**src/common/lcd_game_pkg.sv**
```systemverilog
package lcd_game_pkg;

  typedef logic [1:0]  height_t;    // 0 bottom row, 3 top row
  typedef logic [5:0]  scroll_t;    // display shift offset
  typedef logic [7:0]  lcd_byte_t;
  typedef logic [15:0] cycle_cnt_t; // long waits

  // wake-up and frame timing, in clock cycles
  localparam cycle_cnt_t POWER_ON_CYCLES = 16'd20000;
  localparam cycle_cnt_t WAKE_GAP_LONG   = 16'd2500;
  localparam cycle_cnt_t WAKE_GAP_SHORT  = 16'd80;
  localparam cycle_cnt_t FRAME_CYCLES    = 16'd4000;
  localparam int         E_HIGH_CYCLES   = 2;
  localparam int         SETTLE_CYCLES   = 19;

  localparam scroll_t   SCROLL_WIDTH  = 6'd40;
  localparam int        HISTORY_DEPTH = 12;
  localparam lcd_byte_t PLAYER_COL    = 8'd3;
  localparam lcd_byte_t PLATFORM_COL  = 8'd15;

  localparam int INIT_XFERS  = 13; // 3 wake + 6 config + 4 draw
  localparam int FRAME_XFERS = 13; // 4 erase pairs, shift, 2 draw pairs

  // line start address by height, entry 0 is the bottom line
  localparam logic [3:0][7:0] ROW_BASE = {8'h00, 8'h40, 8'h10, 8'h50};

  localparam lcd_byte_t CMD_WAKE       = 8'h30;
  localparam lcd_byte_t CMD_FUNCTION   = 8'h38;
  localparam lcd_byte_t CMD_CURSOR     = 8'h10;
  localparam lcd_byte_t CMD_DISPLAY_ON = 8'h0C;
  localparam lcd_byte_t CMD_ENTRY      = 8'h06;
  localparam lcd_byte_t CMD_CLEAR      = 8'h01;
  localparam lcd_byte_t CMD_HOME       = 8'h02;
  localparam lcd_byte_t CMD_SHIFT_LEFT = 8'h18;
  localparam lcd_byte_t CMD_SET_ADDR   = 8'h80;

  localparam lcd_byte_t CHAR_BLANK = 8'h20;
  localparam lcd_byte_t CHAR_BLOCK = 8'hFF;

endpackage

```
**src/display/lcd_bus_driver.sv**
```systemverilog
`timescale 1ns/1ps

module lcd_bus_driver (
  input  logic                    clk,
  input  logic                    rst_l,
  input  logic                    xfer_req,
  input  logic                    xfer_rs,
  input  lcd_game_pkg::lcd_byte_t xfer_byte,
  output logic                    xfer_ack,
  output logic                    lcd_e,
  output logic                    lcd_rs,
  output lcd_game_pkg::lcd_byte_t lcd_data
);

  typedef enum logic [1:0] {
    B_IDLE,
    B_EHIGH,
    B_SETTLE,
    B_ACK
  } bus_state_t;

  bus_state_t state;
  logic [4:0] cnt;

  always_ff @(posedge clk or negedge rst_l)
  begin
    if (!rst_l)
    begin
      state    <= B_IDLE;
      cnt      <= '0;
      lcd_e    <= 1'b0;
      xfer_ack <= 1'b0;
    end
    else
    begin
      case (state)
        B_IDLE:
          if (xfer_req)
          begin
            cnt   <= '0;
            state <= B_EHIGH;
          end
        B_EHIGH:
          if (cnt == 5'(lcd_game_pkg::E_HIGH_CYCLES))
          begin
            lcd_e <= 1'b0;
            cnt   <= '0;
            state <= B_SETTLE;
          end
          else
          begin
            lcd_e <= 1'b1;
            cnt   <= cnt + 5'd1;
          end
        B_SETTLE:
          if (cnt == 5'(lcd_game_pkg::SETTLE_CYCLES - 1))
          begin
            xfer_ack <= 1'b1;
            state    <= B_ACK;
          end
          else
            cnt <= cnt + 5'd1;
        default:
          if (!xfer_req)
          begin
            xfer_ack <= 1'b0;
            state    <= B_IDLE;
          end
      endcase
    end
  end

  // pins set up one cycle ahead of lcd_e
  always_ff @(posedge clk)
  begin
    if (state == B_IDLE && xfer_req)
    begin
      lcd_rs   <= xfer_rs;
      lcd_data <= xfer_byte;
    end
  end

endmodule

```
**src/display/frame_writer.sv**
```systemverilog
`timescale 1ns/1ps

module frame_writer (
  input  logic                    clk,
  input  logic                    rst_l,
  input  logic                    frame_req,
  input  lcd_game_pkg::scroll_t   scroll_old,
  input  lcd_game_pkg::scroll_t   scroll_new,
  input  lcd_game_pkg::height_t   pltfm_height,
  input  lcd_game_pkg::height_t   plyr_old,
  input  lcd_game_pkg::height_t   plyr_new,
  output logic                    frame_ack,
  output logic                    xfer_req,
  output logic                    xfer_rs,
  output lcd_game_pkg::lcd_byte_t xfer_byte,
  input  logic                    xfer_ack
);

  typedef enum logic [2:0] {
    W_POWER,
    W_SEND,
    W_RELEASE,
    W_GAP,      // wake-up spacing
    W_IDLE,
    W_DONE
  } wr_state_t;

  wr_state_t                state;
  lcd_game_pkg::cycle_cnt_t cnt;
  lcd_game_pkg::cycle_cnt_t gap_len;
  logic [3:0]               step;
  logic                     init_phase;

  // set-address command for a cell, wrapping inside the 7-bit address
  function automatic lcd_game_pkg::lcd_byte_t cell_addr(
    input lcd_game_pkg::height_t   h,
    input lcd_game_pkg::lcd_byte_t col,
    input lcd_game_pkg::scroll_t   sh
  );
    lcd_game_pkg::lcd_byte_t sum;
    sum = lcd_game_pkg::ROW_BASE[h] + col + {2'b00, sh};
    return lcd_game_pkg::CMD_SET_ADDR | {1'b0, sum[6:0]};
  endfunction

  assign gap_len   = (step == 4'd0) ? lcd_game_pkg::WAKE_GAP_LONG : lcd_game_pkg::WAKE_GAP_SHORT;

  always_comb
  begin
    xfer_rs   = 1'b0;
    xfer_byte = lcd_game_pkg::CMD_WAKE;
    if (init_phase)
    begin
      case (step)
        4'd3:  xfer_byte = lcd_game_pkg::CMD_FUNCTION;
        4'd4:  xfer_byte = lcd_game_pkg::CMD_CURSOR;
        4'd5:  xfer_byte = lcd_game_pkg::CMD_DISPLAY_ON;
        4'd6:  xfer_byte = lcd_game_pkg::CMD_ENTRY;
        4'd7:  xfer_byte = lcd_game_pkg::CMD_CLEAR;
        4'd8:  xfer_byte = lcd_game_pkg::CMD_HOME;
        4'd9:  xfer_byte = cell_addr(pltfm_height, lcd_game_pkg::PLATFORM_COL, 6'd0);
        4'd11: xfer_byte = cell_addr(plyr_new, lcd_game_pkg::PLAYER_COL, 6'd0);
        4'd10, 4'd12:
        begin
          xfer_rs   = 1'b1;
          xfer_byte = lcd_game_pkg::CHAR_BLOCK;
        end
        default: xfer_byte = lcd_game_pkg::CMD_WAKE; // steps 0 to 2
      endcase
    end
    else
    begin
      case (step)
        4'd0:  xfer_byte = cell_addr(2'd2, 8'd0, scroll_old); // column leaving the screen
        4'd2:  xfer_byte = cell_addr(2'd1, 8'd0, scroll_old);
        4'd4:  xfer_byte = cell_addr(2'd0, 8'd0, scroll_old);
        4'd6:  xfer_byte = cell_addr(plyr_old, lcd_game_pkg::PLAYER_COL, scroll_old);
        4'd8:  xfer_byte = lcd_game_pkg::CMD_SHIFT_LEFT;
        4'd9:  xfer_byte = cell_addr(pltfm_height, lcd_game_pkg::PLATFORM_COL, scroll_new);
        4'd11: xfer_byte = cell_addr(plyr_new, lcd_game_pkg::PLAYER_COL, scroll_new);
        4'd10, 4'd12:
        begin
          xfer_rs   = 1'b1;
          xfer_byte = lcd_game_pkg::CHAR_BLOCK;
        end
        default:
        begin
          xfer_rs   = 1'b1; // odd erase steps
          xfer_byte = lcd_game_pkg::CHAR_BLANK;
        end
      endcase
    end
  end

  always_ff @(posedge clk or negedge rst_l)
  begin
    if (!rst_l)
    begin
      state      <= W_POWER;
      cnt        <= '0;
      step       <= '0;
      init_phase <= 1'b1;
      xfer_req   <= 1'b0;
      frame_ack  <= 1'b0;
    end
    else
    begin
      case (state)
        W_POWER:
        begin
          frame_ack <= 1'b1; // holds engine off during init
          if (cnt == lcd_game_pkg::POWER_ON_CYCLES - 16'd1)
          begin
            xfer_req <= 1'b1;
            state    <= W_SEND;
          end
          else
            cnt <= cnt + 16'd1;
        end
        W_SEND:
          if (xfer_ack)
          begin
            xfer_req <= 1'b0;
            state    <= W_RELEASE;
          end
        W_RELEASE:
          if (!xfer_ack)
          begin
            if (step == 4'(lcd_game_pkg::FRAME_XFERS - 1)) // last of init or frame
            begin
              step       <= '0;
              init_phase <= 1'b0;
              frame_ack  <= !init_phase;
              state      <= init_phase ? W_IDLE : W_DONE;
            end
            else if (init_phase && step < 4'd3)
            begin
              cnt   <= '0;
              state <= W_GAP;
            end
            else
            begin
              step     <= step + 4'd1;
              xfer_req <= 1'b1;
              state    <= W_SEND;
            end
          end
        W_GAP:
          if (cnt == gap_len - 16'd1)
          begin
            step     <= step + 4'd1;
            xfer_req <= 1'b1;
            state    <= W_SEND;
          end
          else
            cnt <= cnt + 16'd1;
        W_IDLE:
          if (frame_req)
          begin
            xfer_req <= 1'b1;
            state    <= W_SEND;
          end
        default:
          if (!frame_req)
          begin
            frame_ack <= 1'b0;
            state     <= W_IDLE;
          end
      endcase
    end
  end

endmodule

```
**src/game/game_engine.sv**
```systemverilog
`timescale 1ns/1ps

module game_engine (
  input  logic                  clk,
  input  logic                  rst_l,
  input  logic                  jump,
  input  logic                  frame_ack,
  output logic                  frame_req,
  output lcd_game_pkg::scroll_t scroll_old,
  output lcd_game_pkg::scroll_t scroll_new,
  output lcd_game_pkg::height_t pltfm_height,
  output lcd_game_pkg::height_t plyr_old,
  output lcd_game_pkg::height_t plyr_new,
  output logic                  crash,
  output logic                  game_over
);

  typedef enum logic [2:0] {
    E_BOOT,     // writer still in init
    E_RELEASE,
    E_COUNT,
    E_REQ,
    E_OVER
  } eng_state_t;

  eng_state_t                 state;
  lcd_game_pkg::cycle_cnt_t   cnt;
  logic                       jump_q;
  lcd_game_pkg::height_t [lcd_game_pkg::HISTORY_DEPTH-1:0] hist;

  lcd_game_pkg::height_t under;
  lcd_game_pkg::height_t pltfm_next;
  lcd_game_pkg::height_t plyr_next;
  lcd_game_pkg::scroll_t scroll_next;
  logic                  jmp;
  logic                  crash_next;
  logic                  update;

  assign update = (state == E_COUNT) && (cnt == lcd_game_pkg::FRAME_CYCLES - 16'd1);
  assign under  = hist[lcd_game_pkg::HISTORY_DEPTH-1]; // platform below the player
  assign jmp    = jump_q | jump;

  always_comb
  begin
    scroll_next = (scroll_new == lcd_game_pkg::SCROLL_WIDTH - 6'd1) ? 6'd0 : scroll_new + 6'd1;

    pltfm_next = pltfm_height;
    if (pltfm_height == under)
      pltfm_next = (pltfm_height == 2'd2) ? 2'd0 : pltfm_height + 2'd1;

    plyr_next = plyr_new;
    if (jmp)
    begin
      if (plyr_new != 2'd3)
        plyr_next = plyr_new + 2'd1;
    end
    else if ({1'b0, plyr_new} > ({1'b0, under} + 3'd1))
      plyr_next = plyr_new - 2'd1;

    crash_next = (plyr_next <= under);
  end

  always_ff @(posedge clk or negedge rst_l)
  begin
    if (!rst_l)
    begin
      state        <= E_BOOT;
      cnt          <= '0;
      jump_q       <= 1'b0;
      hist         <= '0;
      frame_req    <= 1'b0;
      scroll_old   <= '0;
      scroll_new   <= '0;
      pltfm_height <= 2'd0;
      plyr_old     <= 2'd1;
      plyr_new     <= 2'd1;
      crash        <= 1'b0;
      game_over    <= 1'b0;
    end
    else
    begin
      jump_q <= update ? 1'b0 : jmp;
      case (state)
        E_BOOT:
          if (frame_ack)
            state <= E_RELEASE;
        E_RELEASE:
          if (!frame_ack)
          begin
            cnt <= '0;
            if (crash)
            begin
              game_over <= 1'b1; // frozen from here on
              state     <= E_OVER;
            end
            else
              state <= E_COUNT;
          end
        E_COUNT:
          if (update)
          begin
            scroll_old   <= scroll_new;
            scroll_new   <= scroll_next;
            pltfm_height <= pltfm_next;
            hist         <= {hist[lcd_game_pkg::HISTORY_DEPTH-2:0], pltfm_next};
            plyr_old     <= plyr_new;
            plyr_new     <= plyr_next;
            crash        <= crash_next;
            frame_req    <= 1'b1;
            state        <= E_REQ;
          end
          else
            cnt <= cnt + 16'd1;
        E_REQ:
          if (frame_ack)
          begin
            frame_req <= 1'b0;
            state     <= E_RELEASE;
          end
        default: ; // E_OVER holds
      endcase
    end
  end

endmodule

```
**src/lcd_game_top.sv**
```systemverilog
`timescale 1ns/1ps

module lcd_game_top (
  input  logic                   clk,
  input  logic                   rst_l,
  input  logic                   jump,
  output logic                   lcd_e,
  output logic                   lcd_rs,
  output lcd_game_pkg::lcd_byte_t lcd_data,
  output logic                   game_over
);

  logic                    frame_req;
  logic                    frame_ack;
  lcd_game_pkg::scroll_t   scroll_old;
  lcd_game_pkg::scroll_t   scroll_new;
  lcd_game_pkg::height_t   pltfm_height;
  lcd_game_pkg::height_t   plyr_old;
  lcd_game_pkg::height_t   plyr_new;
  logic                    crash;     // visible for debug
  logic                    xfer_req;
  logic                    xfer_ack;
  logic                    xfer_rs;
  lcd_game_pkg::lcd_byte_t xfer_byte;

  game_engine u_game_engine (
    .clk          (clk),
    .rst_l        (rst_l),
    .jump         (jump),
    .frame_ack    (frame_ack),
    .frame_req    (frame_req),
    .scroll_old   (scroll_old),
    .scroll_new   (scroll_new),
    .pltfm_height (pltfm_height),
    .plyr_old     (plyr_old),
    .plyr_new     (plyr_new),
    .crash        (crash),
    .game_over    (game_over)
  );

  frame_writer u_frame_writer (
    .clk          (clk),
    .rst_l        (rst_l),
    .frame_req    (frame_req),
    .scroll_old   (scroll_old),
    .scroll_new   (scroll_new),
    .pltfm_height (pltfm_height),
    .plyr_old     (plyr_old),
    .plyr_new     (plyr_new),
    .frame_ack    (frame_ack),
    .xfer_req     (xfer_req),
    .xfer_rs      (xfer_rs),
    .xfer_byte    (xfer_byte),
    .xfer_ack     (xfer_ack)
  );

  lcd_bus_driver u_lcd_bus_driver (
    .clk       (clk),
    .rst_l     (rst_l),
    .xfer_req  (xfer_req),
    .xfer_rs   (xfer_rs),
    .xfer_byte (xfer_byte),
    .xfer_ack  (xfer_ack),
    .lcd_e     (lcd_e),
    .lcd_rs    (lcd_rs),
    .lcd_data  (lcd_data)
  );

endmodule

```
**config.mk**
```make
export PLATFORM = sky130hd
export DESIGN_NAME = lcd_game_top
export DESIGN_NICKNAME = d
export VERILOG_FILES = /design/src/common/lcd_game_pkg.sv /design/src/display/lcd_bus_driver.sv /design/src/display/frame_writer.sv /design/src/game/game_engine.sv /design/src/lcd_game_top.sv
export SDC_FILE = /design/constraint.sdc
export NUM_CORES = 1
export LEC_CHECK = 0
export BUFFER_PORTS_ARGS = -buffer_cell sky130_fd_sc_hd__buf_2
export CAP_MARGIN = 20
export CORE_MARGIN = 2
export CORE_UTILIZATION = 50
export CTS_CLUSTER_DIAMETER = 200
export DETAILED_ROUTE_END_ITERATION = 12
export PLACE_DENSITY = 0.66
export SYNTH_ARGS = -nofsm -noshare
export SYNTH_HDL_FRONTEND = slang
export SYNTH_SLANG_ARGS = --single-unit
export TNS_END_PERCENT = 30
```
**constraint.sdc**
```tcl
create_clock -name clk -period 2.8 [get_ports clk]
set_input_delay 0.56 -clock clk [delete_from_list [all_inputs] [get_ports clk]]
set_output_delay 0.56 -clock clk [all_outputs]
set_load 0.02 [all_outputs]
```
* Yosys cells after proc, flatten, opt, wreduce, memory -nomap -nowiden
Cells that the tools add are included.
** Storage, ports and cells
- Output and inout bits :: 11
- Logic and storage cells :: 229
- Input bits :: 3
- Register bits :: 107
** Cells by class
- Add/sub/neg operators :: 19
- Magnitude comparators :: 6
- Bitwise operators :: 5
- Multiplexer cells :: 76
- Equal/unequal tests :: 54
- Reduce and logical (&&, ||, !) cells :: 35
** Operators with widths (number)
- 16-bit 2-to-1 mux :: 7
- 8-bit case mux with 9 select lines :: 1
- 8-bit case mux with 8 select lines :: 1
- 8-bit binary-select mux with 2-bit select :: 3
- 16-bit case mux with 3 select lines :: 1
- 3-bit 2-to-1 mux :: 11
- 16-bit by 1-bit adder with 16-bit output, second input constant :: 2
- 16-bit case mux with 2 select lines :: 1
- 2-bit by 1-bit inequality test with 1-bit output, second input constant :: 11
- 2-bit inequality test, second input constant :: 11
- 7-bit by 6-bit adder with 7-bit output :: 3
- 7-bit 2-to-1 mux :: 3
- 3-bit AND reduction :: 7
- 4-bit equality test, second input constant :: 5
- 1-bit 2-to-1 mux :: 20
- 2-bit 2-to-1 mux :: 9
- 16-bit by 12-bit equality test with 1-bit output, second input constant :: 1
- 16-bit by 15-bit equality test with 1-bit output, second input constant :: 1
- 16-bit equality test :: 1
- 4-bit by 3-bit equality test with 1-bit output, second input constant :: 4
- 4-bit 2-to-1 mux :: 4
- 4-bit AND reduction :: 4
- 16-bit by 1-bit subtractor with 16-bit output, second input constant :: 1
- 5-bit 2-to-1 mux :: 3
- 55 further kinds :: 80

* Longest topological paths before layout
- Word-level depth :: 6
- Gate-level depth with buffers :: 12
- Gate-level depth less buffers :: 12

* By module
From an unflattened synthesis, not the netlist that was laid out.
** Unflattened totals
- Cells, all modules :: 705
- Area total of the unflattened synthesis :: 6284.8 um2
** Modules (own cells, without submodules)
- game_engine :: instances 1, seq. area each 1579.0 um2, cells each 318, area each 2949.1 um2
- frame_writer :: instances 1, seq. area each 651.9 um2, cells each 319, area each 2473.6 um2
- lcd_bus_driver :: instances 1, seq. area each 495.5 um2, cells each 68, area each 862.1 um2

* Least setup slack after synthesis
No wires, ideal clock.
- Path kind :: flip-flop to flip-flop
- Start point :: register u_frame_writer.step[0]
- End point :: register u_frame_writer.cnt[9]
- Buffers on the path :: 2
- Period minus slack after synthesis :: 2.361 ns
- Library setup time :: 0.078 ns
- Cell stages (with the launch flop) :: 10
- Slack :: 0.439 ns
- Data required time :: 2.722 ns
- Arrival :: 2.283 ns
- Path through :: dfrtp_1 -> ha_1 -> or4b_1 -> buf_2 -> o21ai_4 -> and4bb_1 -> a21oi_2 -> buf_6 -> or3_1 -> a21oi_1
** On the way
- Cells in the longest elaborated chain, start to end :: 6
- Elaborated cells on any way between the ends :: 11
- Classes of those cells :: add/sub: 1; order compare: 1; eq/ne: 5; mux: 1; reduce/logical: 3
** Ends and longest elaborated chain
- start, declared :: RTL line frame_writer.sv:31 : logic [3:0] step;
- start signal, assigned :: RTL line frame_writer.sv:142 : step <= step + 4'd1;
- start signal, assigned :: RTL line frame_writer.sv:150 : step <= step + 4'd1;
- 4-bit logical NOT :: RTL line frame_writer.sv:45 : assign gap_len = (step == 4'd0) ? lcd_game_pkg::WAKE_GAP_LONG : lcd_game_pkg::WAKE_GAP_SHORT;
- 12-bit 2-to-1 mux :: RTL line frame_writer.sv:45
- 16-bit by 1-bit subtractor with 16-bit output :: RTL line frame_writer.sv:148 : if (cnt == gap_len - 16'd1)
- 16-bit equality test :: RTL line frame_writer.sv:148
- 2-bit inequality test (no source line)
- 6-bit AND reduction (no source line) (*)
- end signal, assigned :: RTL line frame_writer.sv:117 : cnt <= cnt + 16'd1;
- end signal, assigned :: RTL line frame_writer.sv:155 : cnt <= cnt + 16'd1;
- end, declared :: RTL line frame_writer.sv:29 : lcd_game_pkg::cycle_cnt_t cnt;
Mark *: on every way between the ends. The rest lies on a longest branch, timed or not.
A chain may end at the register's enable or synchronous reset.

* Worst setup path in the final report
- Start point :: register u_frame_writer.step[0]
- End point :: register u_frame_writer.cnt[10]
The elaborated chain is that of the path after synthesis.

==> flow_summary_export.csv <==
group,metric,value,unit
run_status,outcome,"finished, final reports clean",
critical_path,cp.arrival,2.78,ns
drt,routed_wl,13200,um
global_routing,grt_pass1_vias,4856,
sta,min_period,2.54,ns
logic_synthesis,netlist_instances,720,
logic_synthesis,synth.top_cell.area_share,37.7,%
die,rows,41,
logic_synthesis,synth.top_cells.by_count,"nand2_1, dfrtp_1, nor2_1",
clocking,cts-buffers-inserted,9,
die,boundaryPins,14,
logic_synthesis,syn-mean-instance-area,8.77,sq um
global_routing,grt_pass1_wl,23000,um
pwr,p_leak,0.00305,uW
critical_path,r2r-start,"u_frame_writer.step[0]",
critical_path,end_kind,"register",
logic_synthesis,synth_area_leaders,"dfrtp_1, nand2_1, ha_1, edfxtp_1, o21ai_0",
drt,drc_errors,0,
global_routing,use_met1,29.9,%
placed_design,portBuffers,13,
pwr,vdd_drop_max,0.425,mV
die,dieArea,13500,sq um
placed_design,gp_congestion,0.857,
placed_design,place_hpwl,9350,um
global_routing,met2_usage,32.7,%
sta,clock_skew,0.00957,ns
drt,drt-pass1-iter-count,4,
pwr,power,2930,uW
drt,drt-initial-drc-count,309,
critical_path,r2r_setup_slack,0.26,ns
cells_and_area,area_growth,9.30,%
critical_path,path_class,"reg -> reg",
sta,hold_viol,0,
sta,drv_slew,0,
critical_path,regToRegEndpoint,"u_frame_writer.cnt[10]",
drt,vias,5110,
cells_and_area,multi_input_area,3340,sq um
sta,max_slew.worst_pin.slew,0.634,ns
cells_and_area,area.sequential,2730,sq um
sta,setup_viol_count_final,0,
logic_synthesis,yosysTopAreaCell,"dfrtp_1",
drt,viasPerCell,5.68,
global_routing,gr-total-overflow,0,
critical_path,critical_path.max_fanout,10,
critical_path,reg2regPathDepth,7,
pwr,powerDensity,425,nW/um^2
critical_path,crit_slowest_cell,"or4b_1",
cells_and_area,diodes,0,
logic_synthesis,synth.distinct_cells,65,
die,fp.coreArea,12500,sq um
cells_and_area,nets,752,
die,die_x,116,um
sta,rsz0062_at_grt,"false",
cells_and_area,n_fill_cell,1153,
sta,fmax,0.394,GHz
clocking,cts.sinks,107,
drt,wire_per_inst,14.7,um
sta,finalSetupTns,0,ns
clocking,cts_tree,"built",
critical_path,crit_chain,"ha_1 -> or4b_1 -> o21ai_4 -> nand4b_1 -> o21ai_2 -> a21oi_1 -> a31o_2",
cells_and_area,final_layout_size_suffix_gt1_share,8.25,%
global_routing,grt_start_max_net_pins,49,
critical_path,slowest_delay,0.62,ns
critical_path,cp-start-kind,"register",
die,fp.dieH,116,um
critical_path,crit_required,3.04,ns
logic_synthesis,synth_edf_count,9,
hold_path,hp-class,"in -> async",
logic_synthesis,synthArstFlopShare,91.6,%
logic_synthesis,synth_area,6310,sq um
logic_synthesis,synthesis.nets,750,
sta,post-route-period-util,90.7,%
drt,antenna_left,0,
logic_synthesis,ys_ff_latch,107,
clocking,cts_max_path_buffers,2,
global_routing,grtUsageMet3,4.98,%
clocking,holdBufCountCts,0,
global_routing,antenna_found_initial,0,
logic_synthesis,synth-main-ff-cell,"dfrtp_1",
logic_synthesis,ys_seq_area_share,43.2,%
clocking,clk_latency,0.35,ns
die,start_util,50.6,%
clocking,path_clk_slew,0.07,ns
clocking,root_buffer,"clkbuf_16",
clocking,postCtsSetupBuffers,0,
placed_design,dp.cells,883,
global_routing,grt_usage,21.2,%
clocking,htree_levels,3,
logic_synthesis,yosysMostFrequentCell,"nand2_1",
clocking,cts.repair.resized,0,
sta,relSlewSlack,57.3,%
cells_and_area,instances_no_fill,899,
logic_synthesis,synth_warnings,0,
global_routing,top_usage_layer,"met2",
run,cap_violations,0,
## power by group
part / internal (uW) / switching [uW] / total, uW
registers: 1560 / 0.00000000000000735 / 1560
logic: 5.10 / 26.9 / 32.0
clock network: 736 / 601 / 1340
total: 2300 / 628 / 2930
## cell usage in the layout, fill, tap and decap left out, types with 17 or more instances in the layout
master,n
dfrtp_1,95
nor2b_1,18
a21oi_1,45
inv_1,24
o21ai_0,50
ha_1,27
nand3_1,17
nor2_1,57
nand2_1,129
## how the worst max path moves through the flow
stage / slack (ns) / end / start
after global placement: 0.34 / u_game_engine.crash / u_game_engine.under[1]
after global routing: 0.07 / u_game_engine.crash / u_game_engine.under[0]
after detailed placement: 0.24 / u_game_engine.crash / u_game_engine.under[0]
final: 0.26 / u_frame_writer.cnt[10] / u_frame_writer.step[0]
after floorplan: 0.44 / u_frame_writer.cnt[9] / u_frame_writer.step[0]
after CTS: 0.22 / u_game_engine.crash / u_game_engine.under[0]
## registers in the layout (all words and copies together) (netlist names), 2 cells and up
name / flops
u_game_engine.hist: 20
u_frame_writer.cnt: 16
u_game_engine.cnt: 16
u_lcd_bus_driver.lcd_data: 8
u_game_engine.scroll_new: 6
u_game_engine.scroll_old: 6
u_lcd_bus_driver.cnt: 5
u_frame_writer.step: 4
u_frame_writer.state: 3
u_game_engine.state: 3
u_game_engine.pltfm_height: 2
u_game_engine.plyr_new: 2
u_game_engine.plyr_old: 2
u_game_engine.under: 2
u_lcd_bus_driver.state: 2
## stage by stage
stage               instance area [sq um]  worst slack (ns)  utilization [%]  hold slack, ns
finish                               6900             0.261             55.3           0.223
global route                         6900            0.0695             55.3           0.270
CTS                                  6900             0.217             55.3           0.243
detailed placement                   6580             0.241             52.8           0.444
global placement                     6580             0.341             52.8           0.434
floorplan                            6310             0.439                -           0.264
## critical path: cells and delay by family (launching register included)
| kind | cells | cell delay (ns) |
|---|---|---|
| flops | 1 | 0.43 |
| simple gates | 2 | 0.77 |
| compound gates | 4 | 0.95 |
| fa+ha+maj | 1 | 0.26 |
## metal layers
| layer | wire, um | share of wire (%) |
|---|---|---|
| met5 | 0 | 0 |
| met4 | 255 | 1.9 |
| met3 | 535 | 4.1 |
| met2 | 6170 | 47 |
| met1 | 6230 | 47 |
## final cells by class
type | count | share of cell area, %
multi-input combinational | 552 | 48.4
sequential | 107 | 39.5
clock buffer | 10 | 3.46
tap | 172 | 3.12
timing repair buffer | 28 | 2.97
inverter | 24 | 1.31
clock inverter | 6 | 1.20
## kinds of logic after synthesis
logic type                 share of synthesized area, %
adders and majority gates                          5.67
and+or+nand+nor                                    26.2
AOI/OAI and AO/OA                                  15.6
muxes                                              2.14
DFF                                                43.2
buffers and inverters                              3.89
xor gates and xnor gates                           3.33
(Power assumes the default switching activity.)
